--- src/design/mips_defines.svh ---
`ifndef MIPS_DEFINES_SVH
`define MIPS_DEFINES_SVH

// Datapath and address width
`define MIPS_DATA_W 32

// Architectural register count
`define MIPS_REG_CNT 32

// Data memory depth in words
`define MIPS_MEM_WORDS 64

// Word index width, taken from address bits 7..2
`define MIPS_MEM_AW 6

// Link target for jal and the branch-and-link forms
`define MIPS_LINK_REG 5'd31

`endif

--- src/design/reg_file.sv ---
`include "mips_defines.svh"

module reg_file (
	input  logic                    clk,
	input  logic                    arst_n,
	input  logic [4:0]              rd_addr_a,
	input  logic [4:0]              rd_addr_b,
	input  logic                    wr_en,
	input  logic [4:0]              wr_addr,
	input  logic [`MIPS_DATA_W-1:0] wr_data,
	output logic [`MIPS_DATA_W-1:0] rd_data_a,
	output logic [`MIPS_DATA_W-1:0] rd_data_b
);

	logic [`MIPS_DATA_W-1:0] regs [`MIPS_REG_CNT];

	always_ff @(posedge clk or negedge arst_n) begin
		if (!arst_n) begin
			for (int i = 0; i < `MIPS_REG_CNT; i++) begin
				regs[i] <= '0;
			end
		end else if (wr_en) begin
			regs[wr_addr] <= wr_data;
		end
	end

	// r0 is hardwired to zero
	assign rd_data_a = (rd_addr_a == 5'd0) ? '0 : regs[rd_addr_a];
	assign rd_data_b = (rd_addr_b == 5'd0) ? '0 : regs[rd_addr_b];

endmodule

--- config.mk ---
export PLATFORM = sky130hd
export DESIGN_NAME = reg_file
export DESIGN_NICKNAME = d
export VERILOG_FILES = /design/src/design/reg_file.sv
export VERILOG_INCLUDE_DIRS = /design/src /design/src/design
export SDC_FILE = /design/constraint.sdc
export NUM_CORES = 2
export LEC_CHECK = 0
export BUFFER_PORTS_ARGS = -buffer_cell sky130_fd_sc_hd__buf_2
export CAP_MARGIN = 20
export CORE_MARGIN = 10
export CORE_UTILIZATION = 41
export DETAILED_ROUTE_END_ITERATION = 8
export GPL_TIMING_DRIVEN = 0
export REMOVE_ABC_BUFFERS = 1
export SYNTH_ARGS = -nofsm -noshare
export SYNTH_HDL_FRONTEND = slang
export SYNTH_SLANG_ARGS = --single-unit
--- constraint.sdc ---
create_clock -name clk -period 2 [get_ports clk]
set_clock_uncertainty 0.2 [all_clocks]
set_input_delay 0.1 -clock clk [delete_from_list [all_inputs] [get_ports clk]]
set_output_delay 0.1 -clock clk [all_outputs]
set_load 0.005 [all_outputs]
After elaboration in Yosys (flattened, before gate mapping)
Index checks and enable logic that the tools add are counted.

Word-level logic and storage cells: 53. Register bits: 1024. Bits of input ports: 50.

Bitwise logic cells: 3. Reductions and logical operators: 3. Multiplexer cells: 11. $lt $le $gt $ge: 4.

Operator list (number): bitwise mux 1024 bit (1); binary-select mux 32 bit (select 5 bit) (2); 2-to-1 mux 32 bit (7); demux 32 bit (select 5 bit) (1); greater-or-equal comparator 6 bit (second input constant) (3); inverter 5 -> 6 bit (3); zero test 5 bit (2); less-than comparator 6 x 1 -> 1 bit (second input constant) (1); logical AND 1 bit (1).

Depth between registers and ports, before layout
Depth after elaboration: 6. Depth in mapped cells: 7. Gate-level depth less buffers: 4.

Worst setup path after synthesis
Ideal clock, no wire load.

Path kind: input-to-output. Start: input port rd_addr_b[4]. End: output port rd_data_b[2]. Path buffers: 3. Data arrival time: 1.358 ns. Required time: 1.700 ns. Path slack: 0.342 ns. Stages: 7. Cells stage by stage: buf_2 -> or2_1 -> clkbuf_1 -> or4_4 -> clkbuf_1 -> o21ai_0 -> a311oi_1.

Word-level cells in the longest chain between the ends: 5. Elaborated cells on any way between the ends: 6. Classes of those cells: mux: 4; bitwise: 1; reduce/logical: 1.

RTL lines: start, declared (line reg_file.sv:7) `input logic [4:0] rd_addr_b,`; inverter 5 -> 6 bit (implied by the code) (line reg_file.sv:29) `assign rd_data_b = (rd_addr_b == 5'd0) ? '0 : regs[rd_addr_b];`; binary-select mux 32 bit (select 5 bit) (line reg_file.sv:29); 2-to-1 mux 32 bit (implied by the code) (2 in a row) (line reg_file.sv:29); 2-to-1 mux 32 bit (*) (line reg_file.sv:29); end, declared (line reg_file.sv:12) `` output logic [`MIPS_DATA_W-1:0] rd_data_b ``.

Mark *: on every way between the ends. The rest lies on a longest branch, timed or not. The select of a mux whose other input is x is not followed.

Final worst setup path
Start: register regs[62] in the netlist's numbering. End: output port rd_data_a[30].

Word-level cells in the longest chain between the ends: 4.

RTL lines: start, declared (line reg_file.sv:15) `` logic [`MIPS_DATA_W-1:0] regs [`MIPS_REG_CNT]; ``; start signal, assigned by index (line reg_file.sv:23) `regs[wr_addr] <= wr_data;`; binary-select mux 32 bit (select 5 bit) (line reg_file.sv:28) `assign rd_data_a = (rd_addr_a == 5'd0) ? '0 : regs[rd_addr_a];`; 2-to-1 mux 32 bit (implied by the code) (2 in a row) (line reg_file.sv:28); 2-to-1 mux 32 bit (line reg_file.sv:28); end, declared (line reg_file.sv:11) `` output logic [`MIPS_DATA_W-1:0] rd_data_a, ``.

Every way passes these cells. The select of a mux whose other input is x is not followed.

==> impl_metrics.yaml <==
clock_network:
  clock-sinks: 1024
  clk_pin_slew_worst_paths_ps: 60
  worstSkewPairLatency_ps: 710
  cts_tree: "done"
  cts-buffers-inserted: 112
  htreeDepth: 3
  clockBufferDepth: 3
  cts_root_buffer: "clkbuf_16"
logic_synthesis:
  yosysSeqAreaShare_pct: 46.52
  ys_ff_latch: 1024
  synth.most_common_cell: "mux2_2"
  yosysWarnings: 0
  synth_edf_count: 0
  synthArstFlopShare_pct: 100.0
  synthCells: 3617
  ys.flop_type: "dfrtp_1"
  synth_cell_types: 37
  ys_top_cells_by_count: "1,050 x mux2_2, 1,024 x dfrtp_1, 448 x mux4_2"
  syn_avg_cell_area_um2: 15.23
  yosys-top-cells-area: "dfrtp_1 47%, mux2_2 21%, mux4_2 18%, mux2i_1 2.3%, buf_2 1.2%"
  yosysTopAreaCellShare_pct: 46.52
  synth_area_leader_cell: "dfrtp_1"
  synthesis.area_um2: 55080
critical_path:
  start_kind: "flip-flop"
  critPathRequiredTime_ps: 1700
  crit_path_max_fanout: 3
  end_kind: "primary output"
  path_class: "flip-flop to primary output"
  ff2ff_setup_slack_ps: 790
  arrival_ps: 2380
global_route:
  grt_pass1_vias: 37010
  grt_max_degree: 164
  grt_pass1_wl_um: 272000
  track_usage_pct: 24.41
  gr-total-overflow: 0
  antenna_found_initial: 15
route:
  firstDrtPassIters: 5
  wirelength_um: 188400
  drt_iter0_markers: 3317
  post_drt_wl_per_cell_um: 34.22
  final_antenna_net_count: 0
  routed-via-count: 35760
  remaining_drc_errors: 0
  vias_per_cell: 6.495
power:
  ir_worst_vdd_uv: 773.0
  powerDensity_nw_per_um2: 968.4
  leakage_nw: 27.78
  p_total_mw: 63.26
final_layout:
  drive_gt1_share_pct: 60.81
  syn_to_final_growth_pct: 18.59
  largest_reg_flops: 1024
  largest_register: "regs"
  fillCellCount: 11310
  fin_nets: 3694
  top_regs: "regs (1024)"
die:
  pin_count: 114
  dieArea_um2: 149400
  num_rows: 134
  core_um2: 133500
  die_width_um: 386.5
  start_util_pct: 41.27
  die_y_um: 386.5
timing:
  slew_violations: 0
  max-slew-margin-rel_pct: 32.34
  worst_pin_slew_ps: 1012
  rsz0062_at_grt: "true"
  fmax_ghz: 0.3736
  min_period_ps: 2677
  fin_crit_sh_pct: 133.8
  hold_viol_final: 239
  fin_setup_tns_ps: -35180
  setup_viol: 64
  timing.hold.ws_ps: -856.1
  worst_slack_ps: -677.0
status:
  status: "finished, violations left"
  violations: "hold timing, setup timing"
min_path:
  hp-class: "input pin to async pin"
place:
  hpwlAfterDp_um: 97940
  io_buffers: 113
  place.gp.congestion: 0.7243
job:
  cap_violations: 0
==> logic make-up after synthesis <==
kind of cell           count (synthesis)  share of synthesized area [%]
muxes                               1664                          42.89
DFF                                 1024                          46.52
buffers and inverters                398                          4.162
AOI/OAI and AO/OA                    368                          4.809
and+or+nand+nor                      163                          1.617
==> final cells by class <==
type                    count  area, um^2  area share, %
inverters                   2       22.52        0.03448
clock buffers             163        3337          5.109
clock inverters            43       486.7         0.7451
diodes                      2       5.005       0.007662
flip-flops and latches   1024       25620          39.23
well taps                1768        2212          3.387
multi-input cells        2203       29370          44.97
repair buffers            301        4260          6.522
==> power breakdown <==
group	internal (mW)	switching, mW	leakage (nW)	total (mW)
Clock	12.8	8.91	1.91	21.7
Combinational	8.31	5.54	12.8	13.9
Sequential	24.8	2.91	13.1	27.7
==> placed cells by master (no fill, tap or decap), types with 5 or more instances in the layout <==
master         count
dfrtp_1         1024
mux2_2          1002
mux4_2           448
mux2i_1          127
clkbuf_16        116
buf_2            102
nor2b_1           57
o21ai_2           55
a211oi_2          55
mux2_4            48
buf_12            48
buf_16            47
a311oi_2          45
a22oi_1           44
o21ai_1           40
buf_4             40
mux2_1            38
dlygate4sd3_1     34
nand2_1           33
clkbuf_8          30
clkinv_2          29
a221oi_2          26
bufbuf_16         23
a221oi_1          22
nor2_4            21
a22oi_2           20
clkbuf_1          19
o21ai_4           16
a311oi_4          13
nand2_4           13
o2111ai_2         12
bufinv_16         10
nor2b_4            9
a311oi_1           6
a211oi_4           5
buf_6              5
==> worst max-delay path, stage by stage, from the launching register on <==
cell and delay (ps):
dfrtp_1 400, mux4_2 490, a22oi_1 370, a311oi_4 220
buf_2 190
==> final timing paths <==
path / from / to / cells after the start
max: regs[62] / rd_data_a[30] / 4
min: arst_n / regs[965] / 1
max reg2reg: regs[563] / regs[563] / 3
min reg2reg: regs[604] / regs[604] / 1
max in group asynchronous: arst_n / regs[602] / 4
min in group clk: wr_addr[2] / regs[648] / 4
==> metal layers <==
metal	vias to the layer above	share of wire, %	global-route usage [%]
li1	14220	-	-
met1	19680	42	33.51
met2	1479	47	38.23
met3	371	7.5	4.607
met4	16	3.8	9.304
met5	-	0.058	0
==> repair_timing <==
action	CTS	global route
gates resized for setup	314	99
hold buffers	33	2
setup buffers	46	8
pin swaps	70	46
setup endpoints to repair	659	277
gates cloned	34	2
hold endpoints to repair	1288	198
==> per-stage QoR <==
| step | std cells | area (um^2) | hold slack, ps | util (%) | worst slack (ps) |
|---|---|---|---|---|---|
| 6_report | 5506 | 65320 | -856.1 | 48.94 | -677.0 |
| 2_1_floorplan | 3221 | 52790 | -395.6 | - | -450.7 |
| 4_1_cts | 5492 | 64660 | -795.5 | 48.45 | -682.9 |
| 5_1_grt | 5505 | 65320 | -775.6 | 48.94 | -715.7 |
| 3_3_place_gp | 5102 | 55570 | 280.3 | 41.64 | -22490 |
| 3_5_place_dp | 5173 | 57600 | -62.68 | 43.16 | -2251 |
(Power assumes the default switching activity.)
