**src/design/mips_defines.svh**
```systemverilog
`ifndef MIPS_DEFINES_SVH
`define MIPS_DEFINES_SVH

// Datapath and address width
`define MIPS_DATA_W 32

// Architectural register count
`define MIPS_REG_CNT 32

// Data memory depth in words
`define MIPS_MEM_WORDS 64

// Word index width, taken from address bits 7..2
`define MIPS_MEM_AW 6

// Link target for jal and the branch-and-link forms
`define MIPS_LINK_REG 5'd31

`endif

```
**src/design/mips_pkg.sv**
```systemverilog
package mips_pkg;

	typedef enum logic [5:0] {
		OP_SPECIAL = 6'h00, OP_REGIMM = 6'h01, // R-type and REGIMM groups
		OP_J       = 6'h02, OP_JAL    = 6'h03,
		OP_BEQ     = 6'h04, OP_BNE    = 6'h05,
		OP_BLEZ    = 6'h06, OP_BGTZ   = 6'h07,
		OP_ADDIU   = 6'h09, OP_SLTI   = 6'h0a,
		OP_SLTIU   = 6'h0b, OP_ANDI   = 6'h0c,
		OP_ORI     = 6'h0d, OP_XORI   = 6'h0e,
		OP_LUI     = 6'h0f,
		OP_LB      = 6'h20, OP_LH     = 6'h21, // Loads
		OP_LW      = 6'h23, OP_LBU    = 6'h24,
		OP_LHU     = 6'h25,
		OP_SB      = 6'h28, OP_SH     = 6'h29, // Stores
		OP_SW      = 6'h2b
	} opcode_e;

	typedef enum logic [5:0] {
		F_SLL  = 6'h00, F_SRL  = 6'h02, F_SRA  = 6'h03,
		F_JR   = 6'h08, F_JALR = 6'h09,
		F_ADDU = 6'h21, F_SUBU = 6'h23,
		F_AND  = 6'h24, F_OR   = 6'h25, F_XOR  = 6'h26, F_NOR = 6'h27,
		F_SLT  = 6'h2a, F_SLTU = 6'h2b
	} funct_e;

	typedef enum logic [4:0] {
		RI_BLTZ   = 5'h00, RI_BGEZ   = 5'h01, // rt field under REGIMM
		RI_BLTZAL = 5'h10, RI_BGEZAL = 5'h11
	} regimm_e;

	typedef enum logic [3:0] {
		ALU_ADD, ALU_SUB, ALU_AND, ALU_OR, ALU_XOR, ALU_NOR,
		ALU_SLT, ALU_SLTU, ALU_SLL, ALU_SRL, ALU_SRA, ALU_LUI
	} alu_op_e;

	typedef enum logic [2:0] {
		BR_NONE, BR_EQ, BR_NE, BR_LEZ, BR_GTZ, BR_LTZ, BR_GEZ
	} branch_e;

	typedef enum logic [2:0] {LD_NONE, LD_B, LD_BU, LD_H, LD_HU, LD_W} load_e;

	typedef enum logic [1:0] {ST_NONE, ST_B, ST_H, ST_W} store_e;

endpackage

```
**src/design/main_decode.sv**
```systemverilog
`include "mips_defines.svh"

module main_decode (
	input  logic                    clk,
	input  logic                    arst_n,
	input  logic                    instr_valid,
	input  logic [31:0]             instr,
	input  logic [`MIPS_DATA_W-1:0] pc,
	output logic                    ex_valid,
	output mips_pkg::alu_op_e       ex_alu_op,
	output logic                    ex_alu_src_imm,
	output logic [`MIPS_DATA_W-1:0] ex_imm,
	output logic [4:0]              ex_shamt,
	output logic [4:0]              ex_rs,
	output logic [4:0]              ex_rt,
	output logic [4:0]              ex_dest,
	output logic                    ex_regwrite,
	output mips_pkg::branch_e       ex_branch,
	output logic                    ex_jump,
	output logic                    ex_jump_reg,
	output logic                    ex_link,
	output mips_pkg::load_e         ex_load,
	output mips_pkg::store_e        ex_store,
	output logic                    ex_illegal,
	output logic [`MIPS_DATA_W-1:0] ex_pc
);

	mips_pkg::opcode_e op;
	mips_pkg::funct_e  fn;
	mips_pkg::regimm_e ri;
	mips_pkg::alu_op_e dec_alu_op;
	mips_pkg::branch_e dec_branch;
	mips_pkg::load_e   dec_load;
	mips_pkg::store_e  dec_store;
	logic              dec_src_imm, dec_zext, dec_wr, dec_jump, dec_jump_reg;
	logic              dec_link, dec_bad;
	logic [4:0]        dec_dest;
	logic [`MIPS_DATA_W-1:0] dec_imm;

	assign op = mips_pkg::opcode_e'(instr[31:26]);
	assign fn = mips_pkg::funct_e'(instr[5:0]);
	assign ri = mips_pkg::regimm_e'(instr[20:16]);

	always_comb begin
		dec_alu_op   = mips_pkg::ALU_ADD;
		dec_branch   = mips_pkg::BR_NONE;
		dec_load     = mips_pkg::LD_NONE;
		dec_store    = mips_pkg::ST_NONE;
		dec_src_imm  = 1'b1; // Immediate forms are the common case
		dec_zext     = 1'b0;
		dec_wr       = 1'b1;
		dec_jump     = 1'b0;
		dec_jump_reg = 1'b0;
		dec_link     = 1'b0;
		dec_bad      = 1'b0;
		dec_dest     = instr[20:16]; // rt by default
		case (op)
			mips_pkg::OP_SPECIAL: begin
				dec_src_imm = 1'b0;
				dec_dest    = instr[15:11]; // rd
				case (fn)
					mips_pkg::F_ADDU: dec_alu_op = mips_pkg::ALU_ADD;
					mips_pkg::F_SUBU: dec_alu_op = mips_pkg::ALU_SUB;
					mips_pkg::F_AND:  dec_alu_op = mips_pkg::ALU_AND;
					mips_pkg::F_OR:   dec_alu_op = mips_pkg::ALU_OR;
					mips_pkg::F_XOR:  dec_alu_op = mips_pkg::ALU_XOR;
					mips_pkg::F_NOR:  dec_alu_op = mips_pkg::ALU_NOR;
					mips_pkg::F_SLT:  dec_alu_op = mips_pkg::ALU_SLT;
					mips_pkg::F_SLTU: dec_alu_op = mips_pkg::ALU_SLTU;
					mips_pkg::F_SLL:  dec_alu_op = mips_pkg::ALU_SLL;
					mips_pkg::F_SRL:  dec_alu_op = mips_pkg::ALU_SRL;
					mips_pkg::F_SRA:  dec_alu_op = mips_pkg::ALU_SRA;
					mips_pkg::F_JR: begin
						dec_wr       = 1'b0;
						dec_jump_reg = 1'b1;
					end
					mips_pkg::F_JALR: begin
						dec_jump_reg = 1'b1; // Link lands in rd
						dec_link     = 1'b1;
					end
					default: dec_bad = 1'b1;
				endcase
			end
			mips_pkg::OP_REGIMM: begin
				dec_wr   = ri[4]; // Bit 4 of rt marks the linking forms
				dec_link = ri[4];
				dec_dest = `MIPS_LINK_REG;
				case (ri)
					mips_pkg::RI_BLTZ, mips_pkg::RI_BLTZAL: dec_branch = mips_pkg::BR_LTZ;
					mips_pkg::RI_BGEZ, mips_pkg::RI_BGEZAL: dec_branch = mips_pkg::BR_GEZ;
					default: dec_bad = 1'b1;
				endcase
			end
			mips_pkg::OP_J:     dec_wr = 1'b0;
			mips_pkg::OP_JAL:   dec_dest = `MIPS_LINK_REG;
			mips_pkg::OP_BEQ:   dec_branch = mips_pkg::BR_EQ;
			mips_pkg::OP_BNE:   dec_branch = mips_pkg::BR_NE;
			mips_pkg::OP_BLEZ:  dec_branch = mips_pkg::BR_LEZ;
			mips_pkg::OP_BGTZ:  dec_branch = mips_pkg::BR_GTZ;
			mips_pkg::OP_ADDIU: dec_alu_op = mips_pkg::ALU_ADD;
			mips_pkg::OP_SLTI:  dec_alu_op = mips_pkg::ALU_SLT;
			mips_pkg::OP_SLTIU: dec_alu_op = mips_pkg::ALU_SLTU;
			mips_pkg::OP_LUI:   dec_alu_op = mips_pkg::ALU_LUI;
			mips_pkg::OP_ANDI: begin
				dec_alu_op = mips_pkg::ALU_AND;
				dec_zext   = 1'b1;
			end
			mips_pkg::OP_ORI: begin
				dec_alu_op = mips_pkg::ALU_OR;
				dec_zext   = 1'b1;
			end
			mips_pkg::OP_XORI: begin
				dec_alu_op = mips_pkg::ALU_XOR;
				dec_zext   = 1'b1;
			end
			mips_pkg::OP_LB:  dec_load = mips_pkg::LD_B;
			mips_pkg::OP_LBU: dec_load = mips_pkg::LD_BU;
			mips_pkg::OP_LH:  dec_load = mips_pkg::LD_H;
			mips_pkg::OP_LHU: dec_load = mips_pkg::LD_HU;
			mips_pkg::OP_LW:  dec_load = mips_pkg::LD_W;
			mips_pkg::OP_SB:  dec_store = mips_pkg::ST_B;
			mips_pkg::OP_SH:  dec_store = mips_pkg::ST_H;
			mips_pkg::OP_SW:  dec_store = mips_pkg::ST_W;
			default: dec_bad = 1'b1;
		endcase
		if (op == mips_pkg::OP_BEQ || op == mips_pkg::OP_BNE || op == mips_pkg::OP_BLEZ ||
				op == mips_pkg::OP_BGTZ || op == mips_pkg::OP_J || dec_store != mips_pkg::ST_NONE) begin
			dec_wr = 1'b0; // Plain branches, j and stores write nothing
		end
		if (op == mips_pkg::OP_J || op == mips_pkg::OP_JAL) begin
			dec_jump = 1'b1;
			dec_link = (op == mips_pkg::OP_JAL);
		end
		if (dec_bad) begin // Illegal retires with no side effects
			dec_wr       = 1'b0;
			dec_branch   = mips_pkg::BR_NONE;
			dec_jump     = 1'b0;
			dec_jump_reg = 1'b0;
			dec_link     = 1'b0;
			dec_load     = mips_pkg::LD_NONE;
			dec_store    = mips_pkg::ST_NONE;
		end
	end

	always_comb begin
		if (dec_jump)
			dec_imm = {6'b0, instr[25:0]}; // Jump index
		else if (dec_zext)
			dec_imm = {16'b0, instr[15:0]};
		else
			dec_imm = {{16{instr[15]}}, instr[15:0]};
	end

	always_ff @(posedge clk or negedge arst_n) begin
		if (!arst_n) begin
			ex_valid    <= 1'b0;
			ex_regwrite <= 1'b0;
			ex_branch   <= mips_pkg::BR_NONE;
			ex_jump     <= 1'b0;
			ex_jump_reg <= 1'b0;
			ex_link     <= 1'b0;
			ex_load     <= mips_pkg::LD_NONE;
			ex_store    <= mips_pkg::ST_NONE;
			ex_illegal  <= 1'b0;
		end else begin
			ex_valid <= instr_valid;
			if (instr_valid) begin
				ex_regwrite <= dec_wr && (dec_dest != 5'd0); // r0 writes dropped here
				ex_branch   <= dec_branch;
				ex_jump     <= dec_jump;
				ex_jump_reg <= dec_jump_reg;
				ex_link     <= dec_link;
				ex_load     <= dec_load;
				ex_store    <= dec_store;
				ex_illegal  <= dec_bad;
			end
		end
	end

	always_ff @(posedge clk) begin
		if (instr_valid) begin // Payload only
			ex_alu_op      <= dec_alu_op;
			ex_alu_src_imm <= dec_src_imm;
			ex_imm         <= dec_imm;
			ex_shamt       <= instr[10:6];
			ex_rs          <= instr[25:21];
			ex_rt          <= instr[20:16];
			ex_dest        <= dec_dest;
			ex_pc          <= pc;
		end
	end

	assert property (@(posedge clk) disable iff (!arst_n)
		ex_valid && ex_store != mips_pkg::ST_NONE |-> !ex_regwrite);

endmodule

```
**config.mk**
```make
export PLATFORM = sky130hd
export DESIGN_NAME = main_decode
export DESIGN_NICKNAME = d
export VERILOG_FILES = /design/src/design/mips_pkg.sv /design/src/design/main_decode.sv
export VERILOG_INCLUDE_DIRS = /design/src /design/src/design
export SDC_FILE = /design/constraint.sdc
export NUM_CORES = 1
export LEC_CHECK = 0
export BUFFER_PORTS_ARGS = -buffer_cell sky130_fd_sc_hd__clkbuf_2
export CORE_UTILIZATION = 47
export DETAILED_ROUTE_END_ITERATION = 7
export GPL_TIMING_DRIVEN = 0
export PLACE_DENSITY = 0.8
export SLEW_MARGIN = 40
export SYNTH_ARGS = -nofsm -noshare
export SYNTH_HDL_FRONTEND = slang
export SYNTH_SLANG_ARGS = --single-unit
export TNS_END_PERCENT = 10
```
**constraint.sdc**
```tcl
create_clock -name clk -period 1 [get_ports clk]
set_input_delay 0.2 -clock clk [delete_from_list [all_inputs] [get_ports clk]]
set_output_delay 0.2 -clock clk [all_outputs]
set_load 0.005 [all_outputs]
```
### Yosys cells after proc, flatten, opt, wreduce, memory -nomap -nowiden

Index checks and enable logic that the tools add are counted.

| operators by class | value |
|---|---|
| multiplexer cells | 30 |
| equality and inequality tests | 37 |
| reductions and logical operators | 21 |

Operator list:

| cell | number |
|---|---|
| equality test 6 bit, second input constant | 16 |
| equality test 6 x 4 -> 1 bit, second input constant | 9 |
| two-way mux 26 bit | 2 |
| one-hot mux 4 bit (10 select lines) | 1 |
| one-hot mux 3 bit (5 select lines) | 2 |
| one-hot mux 4 bit (7 select lines) | 1 |
| equality test 6 x 2 -> 1 bit, second input constant | 4 |
| equality test 6 x 3 -> 1 bit, second input constant | 4 |
| OR reduction 21 bit | 1 |
| two-way mux 1 bit | 15 |
| OR reduction 13 bit | 1 |
| zero test 6 bit | 2 |
| equality test 5 bit, second input constant | 2 |
| one-hot mux 5 bit (2 select lines) | 1 |
| OR reduction 2 bit | 5 |
| equality test 6 x 1 -> 1 bit, second input constant | 1 |
| logical OR 1 bit | 6 |
| two-way mux 3 bit | 2 |
| one-hot mux 1 bit (3 select lines) | 2 |
| one-hot mux 2 bit (3 select lines) | 1 |
| one-hot mux 3 bit (2 select lines) | 1 |
| equality test 5 x 1 -> 1 bit, second input constant | 1 |
| zero test 5 bit | 1 |
| nonzero test 5 bit | 1 |
| 6 further kinds | 6 |

| storage, ports and cells | value |
|---|---|
| flip-flop bits (word level) | 98 |
| output and inout bits | 103 |
| word-level logic and storage cells | 106 |
| bits of input ports | 67 |

### Depth between registers and ports, before layout

Gate-level depths: netlist of run 1.

| logic depth | value |
|---|---|
| depth in word-level cells | 9 |
| depth in mapped cells | 7 |
| gate-level depth less buffers | 5 |

### Worst setup path before layout of run 1

Ideal clock, no wire load.

| timing | value |
|---|---|
| path type | input -> register |
| start point | input port instr[29] |
| end point | register ex_regwrite |
| arrival time | 1.408 ns |
| cell stages on the path | 7 |
| slack | -0.540 ns |
| cell sequence | clkbuf_8 or4_1 buf_2 nor4_2 a211oi_1 nor4_2 o41ai_2 |

RTL lines:

| element | line | source |
|---|---|---|
| from (decl) | main_decode.sv:7 | `input logic [31:0] instr,` |
| equality test 6 x 2 -> 1 bit / equality test 6 x 1 -> 1 bit (equally long branches) | main_decode.sv:57 | `case (op)` |
| OR reduction 2 bit (no source line) | -- |  |
| one-hot mux 5 bit (2 select lines) (*) | main_decode.sv:57 |  |
| named net dec_dest[4] | main_decode.sv:37 | `logic [4:0] dec_dest;` |
| nonzero test 5 bit (*) | main_decode.sv:168 | `ex_regwrite <= dec_wr && (dec_dest != 5'd0);` |
| logical AND 1 bit (*) | main_decode.sv:168 |  |
| to (signal assigned) | main_decode.sv:168 |  |
| to (decl) | main_decode.sv:17 | `output logic ex_regwrite,` |

The timed path passes the listed nets; every way through them passes the cells marked *.
A chain may end at the register's enable or synchronous reset.

### Worst setup path in the final report of run 1

| timing | value |
|---|---|
| start point | input port instr[31] |
| end point | register ex_branch[0] |

| between the ends | value |
|---|---|
| word-level cells in the longest chain between the ends | 4 |

Ends and longest elaborated chain:

| element | line | source |
|---|---|---|
| equality test 6 x 3 -> 1 bit, or another cell as far along | main_decode.sv:57 |  |
| OR reduction 21 bit (no source line) | -- |  |
| one-hot mux 1 bit (3 select lines) | main_decode.sv:57 |  |
| two-way mux 3 bit (*) | main_decode.sv:134 | `if (dec_bad) begin` |
| to (signal assigned) | main_decode.sv:158 | `ex_branch <= mips_pkg::BR_NONE;` |
| to (signal assigned) | main_decode.sv:169 | `ex_branch <= dec_branch;` |
| to (decl) | main_decode.sv:18 | `output mips_pkg::branch_e ex_branch,` |

Mark *: on every way between the ends. The rest lies on a longest branch, timed or not.

==> key figures, run 1 <==
Run status
  • Status: finished with violations
  • Failing checks: negative setup slack

Worst setup path
  • Startpoint Class: input pin
  • Crit end category: register
  • Critical path class: input pin to register
  • Critical path arrival: 1640 ps
  • Top fanout value on the critical path: 7
  • R2r startpoint: ex_jump$_DFFE_PN0P_
  • CP required: 1230 ps
  • Worst setup startpoint: instr[31]

Finish
  • Biggest regs: ex_pc: 32 flops, ex_imm: 27 flops
  • # diodes: 0
  • Final instance area: 5550 um2
  • Share of cells above drive strength 1: 55.0%
  • Max FFs per register: 32
  • Synthesis-to-finish area growth: 43.7%
  • Final nets: 540
  • Final std cells w/o fill: 580
  • Largest register by flop count: ex_pc
  • Fill cells: 523

STA
  • WHS: 12.6 ps
  • Worst-Margin Slew: 561 ps
  • Final hold vios: 0
  • Fmax achieved: 0.709 GHz
  • Minimum clock period after layout: 1410 ps
  • Setup TNS Final: -15260 ps
  • Slew Limit Fails: 0
  • Slew HR: 62.6%
  • Final setup margin: -410 ps
  • RSZ-0062 raised after global routing: true
  • Period Utilization, post-route: 141%
  • Fin Clk Skew: 0 ps
  • Setup violations, final: 132

Global routing
  • GRT Util Overall: 23.8%
  • Total grt overflow: 0
  • Largest net degree at the start of global routing: 32
  • Number of global-route vias before repair: 2880
  • Initial antenna violation count: 0
  • First-pass GRT wire length: 15.1 mm

Synthesis
  • Mean post-synth cell area: 14.5 um2
  • Cells after Synth: 267
  • Top-count cell post-synth: edfxtp_1
  • Primary FF master, synth: edfxtp_1
  • Seq cells post-synth: 93
  • Synth warn: 0
  • Sequential cell area fraction in the yosys report: 70.6%
  • Syn Nets: 334
  • Dominant cell type by area after synthesis: edfxtp_1
  • Synth unique cells: 57
  • Proportion of netlist area held by the largest area contributor: 61.5%
  • Area contributors post-synth: edfxtp_1 (61%), dfrtp_1 (9.1%), a21o_1 (1.9%)
  • Mapped cell area: 3860 um2
  • FFs w/ async S/R, synth: 15.1%
  • Commonest cells post-synth: edfxtp_1 (79), dfrtp_1 (14), inv_1 (14), nand2_1 (14), nor2_1 (13)
  • Post-synth EDFFs: 79

Placed design
  • Placed cell count: 538
  • Routability cong.: 0.876
  • Placement-stage worst setup slack: -979 ps
  • Port Buffers: 168
  • Placed cell areas: 4880 um2
  • Post-DP HPWL: 6.87 mm

Power and ir drop
  • Power density over the cells: 1460 nW/um2
  • Sw Pwr: 2.04 mW
  • Combinational share of power: 15.1%
  • VDD IR max: 0.850 mV
  • Power Internal: 6.07 mW
  • Leakage: 2.44 nW
  • Clock share of power: 27.9%
  • Sw frac: 25.2%
  • Flop pwr share: 57.0%

Run
  • Max Cap Viol: 0

Floorplanning
  • Die Area: 8580 um2
  • Row cnt: 32
  • Core Area: 7850 um2
  • Initial core utilization: 49.2%
  • Die W: 92.6 um
  • Ports: 170
  • Die height: 92.6 um

Detailed routing
  • Via count: 3100
  • First-pass detailed-route iteration total: 5
  • Post-route ant nets: 0
  • Wire per inst: 17.9 um
  • Final WL: 10.4 mm
  • DR iter-0 viols: 212
  • Drt drc: 0
  • Vias/cell: 5.34

CTS
  • Clock buffer depth: 2
  • Clock H-tree levels: 3
  • Clock latency reported for the late side of the worst-skew pair: 350 ps
  • CTS buffer count: 9
  • Clock sinks: 93
  • Clock root buffer master: clkbuf_8
  • TritonCTS clock tree: yes
  • Worst-path clk slew: 90 ps

Min path
  • Worst min path class: input pin to register
  • Min-delay src: pc[23]
-- power groups by stage --
stage / Clock, mW / Sequential [mW] / Combinational [mW]
final: 2.27 / 4.62 / 1.22
after global placement: 0 / 4.69 / 0.972
after detailed placement: 0 / 4.70 / 1.01
after floorplan: 0 / 4.73 / 0.338
after global routing: 2.45 / 4.64 / 1.32
after CTS: 2.27 / 4.61 / 1.15
-- path summary, 6_finish.rpt --
path                                                 end  slack [ps]  cells after the start
worst max-delay path            ex_branch[0]$_DFFE_PN0P_        -410                      7
worst min-delay path                 ex_pc[23]$_DFFE_PP_          10                      1
worst max register to register       ex_jump$_DFFE_PN0P_         250                      1
worst min register to register    ex_load[1]$_DFFE_PN0P_         500                      2
max in group asynchronous        ex_jump_reg$_DFFE_PN0P_         460                      2
min in group asynchronous       ex_branch[0]$_DFFE_PN0P_         270                      2
-- placed cells by master (no fill, tap or decap), types with 9 or more instances in the layout --
cell,instances
nor2_1,12
buf_6,9
clkbuf_2,163
inv_1,14
a21o_1,10
edfxtp_1,79
nand2_1,13
clkbuf_8,13
a21oi_1,12
dfrtp_1,14
buf_4,28
-- routing by layer --
layer,part of all wire (%),GRT usage (%),vias to the layer above
li1,-,-,1407
met1,37,28.2,1486
met3,7.7,5.25,27
met4,2.5,7.82,0
met5,0,0,-
met2,53,42.8,180
-- logic make-up (layout without fill, tap and decap cells) --
group / Yosys count / in the layout / synth area share, %
DFF: 93 / 93 / 70.6
AOI/OAI and AO/OA: 57 / 57 / 11.5
buffers and inverters: 40 / 251 / 5.51
muxes: 1 / 1 / 0.292
xor gates and xnor gates: 2 / 2 / 0.454
and+or+nand+nor: 74 / 74 / 11.7
-- area by class of cell --
type | instances | area [um2] | area share (%)
Clock inverter | 6 | 46.3 | 0.835
Timing Repair Buffer | 197 | 1240 | 22.3
Multi-Input combinational cell | 134 | 1030 | 18.5
Sequential cell | 93 | 2720 | 49.1
Buffer | 24 | 205 | 3.70
Clock buffer | 10 | 128 | 2.30
Inverter | 14 | 52.6 | 0.947
Tap cell | 102 | 128 | 2.30
-- what timing repair did --
item	in CTS	in global routing
pin swaps	14	10
hold buffers	1	4
endpoints found under the hold margin	14	4
gates resized for setup	35	19
gates cloned	3	0
buffers inserted	11	9
setup endpoints to repair	135	133
-- metrics by stage --
step                      utilization (%)  total power, mW
final                                70.7             8.11
after global routing                 70.7             8.41
after CTS                            68.5             8.03
after detailed placement             62.1             5.71
after global placement               61.7             5.66
after floorplan                         -             5.07
-- worst max-delay path: stages --
cell	delay (ps)
clkbuf_16	130
nor4_4	340
nand2_2	180
a31o_4	250
o211ai_4	290
buf_4	180
o22ai_2	60
No activity file was read; power rests on OpenSTA's default activity.
==> run 2, diff against run 1 <==
CELL_PAD_IN_SITES_DETAIL_PLACEMENT = 1   (was unset)
CELL_PAD_IN_SITES_GLOBAL_PLACEMENT = 1   (was unset)
CORE_UTILIZATION = 37   (was 47)
PLACE_DENSITY = unset   (was 0.8)
PLACE_DENSITY_LB_ADDON = 0.1   (was unset)
==> key figures, run 2 (synthesis gave the netlist of run 1 again) <==
STA
  • Fmax achieved: 0.736 GHz (was 0.709 GHz)
  • Setup violations, final: 131 (was 132)
  • Final setup margin: -358 ps (was -410 ps)
  • Final hold vios: 0 (unchanged)
  • Fin Clk Skew: 0 ps (unchanged)
  • Period Utilization, post-route: 136% (was 141%)
  • Slew Limit Fails: 0 (unchanged)
  • Worst-Margin Slew: 789 ps (was 561 ps)
  • RSZ-0062 raised after global routing: true (unchanged)
  • Minimum clock period after layout: 1360 ps (was 1410 ps)
  • Setup TNS Final: -13430 ps (was -15260 ps)
  • Slew HR: 47.4% (was 62.6%)

Worst setup path
  • Top fanout value on the critical path: 5 (was 7)
  • Worst path max stage delay: 310 ps (was 340 ps)
  • Startpoint Class: input pin (unchanged)
  • Critical path class: input pin to register (unchanged)
  • Critical path arrival: 1570 ps (was 1640 ps)
  • Worst path slowest cell: nor4_4 (unchanged)
  • Crit end category: register (unchanged)
  • CP required: 1210 ps (was 1230 ps)
  • CP Cell Sequence: clkbuf_16 > nor4_4 > nand2_2 > a31o_4 > o211ai_4 > buf_12 > o22ai_2 (was clkbuf_16 > nor4_4 > nand2_2 > a31o_4 > o211ai_4 > buf_4 > o22ai_2)

Finish
  • Most frequent cells in the layout: clkbuf_2 (159), edfxtp_1 (79), buf_4 (29), dlygate4sd3_1 (26) (was clkbuf_2 (163), edfxtp_1 (79), buf_4 (28), inv_1 (14), dfrtp_1 (14))
  • Fill cells: 1049 (was 523)
  • Multi-input logic area: 1070 um2 (was 1030 um2)
  • # diodes: 0 (unchanged)
  • Final nets: 561 (was 540)
  • Share of cells above drive strength 1: 52.7% (was 55.0%)
  • Synthesis-to-finish area growth: 52.0% (was 43.7%)
  • Biggest regs: ex_pc: 32 flops, ex_imm: 27 flops (unchanged)
  • Reg area: 2720 um2 (unchanged)
  • Max FFs per register: 32 (unchanged)
  • Commonest non-fill, non-tap cell in the layout: clkbuf_2 (unchanged)
  • Largest register by flop count: ex_pc (unchanged)

Detailed routing
  • Post-route ant nets: 0 (unchanged)
  • Wire per inst: 17.2 um (was 17.9 um)
  • Drt drc: 0 (unchanged)
  • Via count: 3046 (was 3100)
  • Vias/cell: 4.82 (was 5.34)
  • First-pass detailed-route iteration total: 4 (was 5)
  • DR iter-0 viols: 61 (was 212)
  • Final WL: 10.9 mm (was 10.4 mm)

Global routing
  • Total grt overflow: 0 (unchanged)
  • Initial antenna violation count: 0 (unchanged)
  • Number of global-route vias before repair: 3147 (was 2880)
  • Largest net degree at the start of global routing: 24 (was 32)
  • GRT Util Overall: 20.4% (was 23.8%)
  • First-pass GRT wire length: 16.9 mm (was 15.1 mm)

CTS
  • Clock sinks: 93 (unchanged)
  • CTS buffer count: 9 (unchanged)
  • Clock H-tree levels: 3 (unchanged)
  • Clock buffer depth: 2 (unchanged)
  • Clock latency reported for the late side of the worst-skew pair: 350 ps (about the same)
  • TritonCTS clock tree: yes (unchanged)
  • Clock root buffer master: clkbuf_8 (unchanged)
  • Worst-path clk slew: 80 ps (was 90 ps)

Floorplanning
  • Die Area: 10800 um2 (was 8580 um2)
  • Row cnt: 36 (was 32)
  • Initial core utilization: 38.8% (was 49.2%)
  • Die W: 104 um (was 92.6 um)
  • Core Area: 9950 um2 (was 7850 um2)
  • Ports: 170 (unchanged)
  • Die height: 104 um (was 92.6 um)

Placed design
  • Port Buffers: 168 (unchanged)
  • Routability cong.: 0.854 (was 0.876)
  • Post-DP HPWL: 7.13 mm (was 6.87 mm)
  • Placement-stage worst setup slack: -999 ps (was -979 ps)

Power and ir drop
  • Leakage: 2.55 nW (was 2.44 nW)
  • VDD IR max: 0.739 mV (was 0.850 mV)
  • Power density over the cells: 1380 nW/um2 (was 1460 nW/um2)

Run status
  • Failing checks: negative setup slack (unchanged)
  • Status: finished with violations (unchanged)

Min path
  • Worst min path class: input pin to register (unchanged)

Run
  • Max Cap Viol: 0 (unchanged)
[run 2: cell count changes in the layout (fill, tap and decap cells not counted), sizes merged]
cell,delta
buf,+4
bufbuf,-1
clkbuf,-1
clkinv,+1
clkinvlp,-1
dlygate4sd3,+21
inv,-2
[run 2: worst max-delay path, delay by kind of cell]
kind            cells  cell delay, ps
compound gates      3             570
simple gates        2             480
buf+inv             2             300
[run 2: path summary, 6_finish.rpt]
kind / slack [ps] / cells after the start / startpoint / endpoint
worst min-delay path: 30 / 1 / pc[1] / ex_pc[1]$_DFFE_PP_
max in group asynchronous: 410 / 2 / arst_n / ex_jump_reg$_DFFE_PN0P_
worst min register to register: 500 / 2 / ex_load[0]$_DFFE_PN0P_ / ex_load[0]$_DFFE_PN0P_
worst max register to register: 260 / 1 / ex_jump$_DFFE_PN0P_ / ex_jump$_DFFE_PN0P_
worst max-delay path: -360 / 7 / instr[28] / ex_branch[1]$_DFFE_PN0P_
min in group asynchronous: 310 / 2 / arst_n / ex_branch[2]$_DFFE_PN0P_
[run 2: timing repair]
| action | in CTS | in global routing |
|---|---|---|
| setup buffers | 11 | 7 |
| hold endpoints to repair | 37 | 2 |
| gates resized for setup | 46 | 24 |
| pin swaps | 11 | 16 |
| setup endpoints to repair | 135 | 133 |
| cloned | 3 | 1 |
| hold buffers | 24 | 2 |
[run 2: cell type report]
class	count	area share, %
Sequential cell	93	46.4
Timing Repair Buffer	217	25.1
Tap cell	133	2.84
Clock buffer	12	2.30
Clock inverter	4	0.427
Multi-Input combinational cell	134	18.3
Inverter	14	0.896
Buffer	25	3.71
[run 2: through the flow]
step / hold slack, ps / std cells / utilization, % / cell area [um2] / total power, mW
detailed placement: 138 / 569 / 49.3 / 4910 / 5.72
global placement: 129 / 568 / 49.0 / 4880 / 5.68
global route: 0.622 / 632 / 58.9 / 5870 / 8.44
floorplan: -95.6 / 267 / - / 3870 / 5.07
CTS: 0.0757 / 623 / 57.1 / 5690 / 8.11
finish: 27.1 / 632 / 58.9 / 5870 / 8.08
[run 2: report_power, final]
part | leakage [nW] | switching, mW | internal, mW
clock | 0.0780 | 1.25 | 0.900
combinational | 1.51 | 0.630 | 0.695
sequential | 0.960 | 0.0848 | 4.52
total | 2.55 | 1.96 | 6.11
[run 2: routing by layer]
layer	vias up	routed length (um)	global-route usage (%)
met5	-	0	0
met4	0	177	7.45
met3	11	545	5.39
met2	104	5400	33.2
met1	1492	4730	26.2
li1	1439	-	-
==> run 3, diff against run 2 <==
MAX_ROUTING_LAYER = met4   (was unset)
clock period = 1.5 ns   (was 1 ns; I/O delays follow)
==> key figures, run 3 (synthesis gave the netlist of run 1 again) <==
STA
  • Fin Clk Skew: 0 ps (unchanged)
  • Setup TNS Final: -6.14 ps (was -13430 ps)
  • Worst-Margin Slew: 529 ps (was 789 ps)
  • Slew HR: 64.7% (was 47.4%)
  • RSZ-0062 raised after global routing: true (unchanged)
  • Setup violations, final: 1 (was 131)
  • Minimum clock period after layout: 1510 ps
  • Final hold vios: 0 (unchanged)
  • Final setup margin: -6.14 ps (was -358 ps)
  • Slew Limit Fails: 0 (unchanged)
  • Period Utilization, post-route: 100%
  • Fmax achieved: 0.664 GHz

Finish
  • Reg area: 2720 um2 (unchanged)
  • Synthesis-to-finish area growth: 35.4% (was 52.0%)
  • Most frequent cells in the layout: clkbuf_2 (168), edfxtp_1 (79), inv_1 (14), dfrtp_1 (14), nand2_1 (13) (was clkbuf_2 (159), edfxtp_1 (79), buf_4 (29), dlygate4sd3_1 (26))
  • Final core occ: 52.5% (was 58.9%)
  • Commonest non-fill, non-tap cell in the layout: clkbuf_2 (unchanged)
  • # diodes: 0 (unchanged)
  • Fill cells: 1088 (was 1049)
  • Biggest regs: ex_pc: 32 flops, ex_imm: 27 flops (unchanged)
  • Max FFs per register: 32 (unchanged)
  • Multi-input logic area: 981 um2 (was 1070 um2)
  • Largest register by flop count: ex_pc (unchanged)
  • Final nets: 515 (was 561)
  • Share of cells above drive strength 1: 51.3% (was 52.7%)

Placed design
  • Post-DP HPWL: 7.31 mm (was 7.13 mm)
  • Port Buffers: 168 (unchanged)
  • Routability cong.: 0.860 (was 0.854)

Power and ir drop
  • Leakage: 2.27 nW (was 2.55 nW)
  • VDD IR max: 0.470 mV (was 0.739 mV)
  • Power density over the cells: 1030 nW/um2 (was 1380 nW/um2)

Detailed routing
  • Drt drc: 0 (unchanged)
  • Vias/cell: 4.93 (was 4.82)
  • First-pass detailed-route iteration total: 5 (was 4)
  • Wire per inst: 17.2 um (about the same)
  • Final WL: 10.1 mm (was 10.9 mm)
  • Via count: 2884 (was 3046)
  • DR iter-0 viols: 90 (was 61)
  • Post-route ant nets: 0 (unchanged)

Floorplanning
  • Die Area: 10800 um2 (unchanged)
  • Die height: 104 um (unchanged)
  • Core Area: 9950 um2 (unchanged)
  • Row cnt: 36 (unchanged)
  • Die W: 104 um (unchanged)
  • Initial core utilization: 38.8% (unchanged)
  • Ports: 170 (unchanged)

Worst setup path
  • Critical Path Sink: ex_regwrite$_DFFE_PN0P_ (was ex_branch[1]$_DFFE_PN0P_)
  • R2r startpoint: ex_jump$_DFFE_PN0P_ (unchanged)
  • Crit end category: register (unchanged)
  • Worst setup startpoint: instr[17] (was instr[28])
  • Critical path arrival: 1760 ps (was 1570 ps)
  • Startpoint Class: input pin (unchanged)
  • Reg2reg path depth: 1 (unchanged)
  • CP required: 1760 ps (was 1210 ps)
  • Critical path class: input pin to register (unchanged)
  • Reg2reg end: ex_jump$_DFFE_PN0P_ (unchanged)
  • R2R setup slack: 760 ps (was 260 ps)
  • Top fanout value on the critical path: 7 (was 5)

CTS
  • Clock H-tree levels: 3 (unchanged)
  • Clock sinks: 93 (unchanged)
  • Clock buffer depth: 2 (unchanged)
  • Clock latency reported for the late side of the worst-skew pair: 340 ps (was 350 ps)
  • Clock root buffer master: clkbuf_8 (unchanged)
  • Worst-path clk slew: 90 ps (was 80 ps)
  • TritonCTS clock tree: yes (unchanged)
  • CTS buffer count: 9 (unchanged)

Global routing
  • First-pass GRT wire length: 16.2 mm (was 16.9 mm)
  • Total grt overflow: 0 (unchanged)
  • Number of global-route vias before repair: 2999 (was 3147)
  • GRT Util Overall: 20.2% (was 20.4%)
  • Largest net degree at the start of global routing: 23 (was 24)
  • Initial antenna violation count: 0 (unchanged)

Min path
  • Worst min path class: input pin to register (unchanged)
  • Min-delay src: pc[19] (was pc[1])

Run status
  • Status: finished with violations (unchanged)
  • Failing checks: negative setup slack (unchanged)

Run
  • Max Cap Viol: 0 (unchanged)
-- run 3: cell types whose count changed in the layout (fill, tap and decap cells not counted), sizes merged --
| cell | before | now |
|---|---|---|
| clkbuf | 183 | 188 |
| dlygate4sd3 | 26 | 1 |
| clkinv | 3 | 2 |
| clkinvlp | 1 | 0 |
| bufinv | 0 | 1 |
| buf | 44 | 18 |
-- run 3: area by class of cell --
class,instances,share of cell area [%]
clock inverters,3,0.910
repair buffers,173,18.4
plain buffers,23,3.06
multi-input cells,134,18.8
well taps,133,3.18
clock buffers,12,2.59
inverters,14,1.01
flip-flops and latches,93,52.1
-- run 3: stage by stage --
stage               power [mW]  instances  setup slack, ps  area (um2)  hold WS (ps)
finish                    5.38        585            -6.14        5230           115
detailed placement        3.81        569             -645        4890           246
global route              5.61        585            -34.4        5230          89.7
floorplan                 3.37        267             -140        3860          4.41
CTS                       5.46        587             4.00        5210          91.7
global placement          3.79        568            -1650        4870           229
-- run 3: critical path, cell delays in order --
cell and delay [ps]:
clkbuf_2 150, or3_4 450, a311oi_4 310, o211ai_4 210, o41ai_2 350
-- run 3: worst min-delay path by stage --
| stage | slack, ps | to | depth (start not counted) |
|---|---|---|---|
| 3_3_place_gp | 230 | ex_jump$_DFFE_PN0P_ | 1 |
| 4_1_cts | 90 | ex_pc[7]$_DFFE_PP_ | 1 |
| 6_report | 120 | ex_pc[19]$_DFFE_PP_ | 1 |
| 2_1_floorplan | 4 | ex_branch[0]$_DFFE_PN0P_ | 0 |
| 3_5_place_dp | 250 | ex_jump$_DFFE_PN0P_ | 1 |
| 5_1_grt | 90 | ex_pc[7]$_DFFE_PP_ | 1 |
-- run 3: repair_timing --
item	4_1_cts	5_1_grt
gates resized for setup	15	8
cloned	2	0
hold buffers	1	0
setup endpoints to repair	22	21
hold endpoints to repair	14	0
setup buffers	1	0
pin swaps	5	4
-- run 3: report_power, final --
group / internal [mW] / switching (mW)
registers: 3.01 / 0.0574
clock network: 0.771 / 0.828
logic: 0.340 / 0.375
-- run 3: metal layers --
metal  GRT usage (%)  up-vias  routed length, um
met4            6.33        0                146
met2            32.8      108               5080
met1            24.2     1418               4220
met3            5.89        7                639
li1                -     1351                  -
met5               -        -                  0
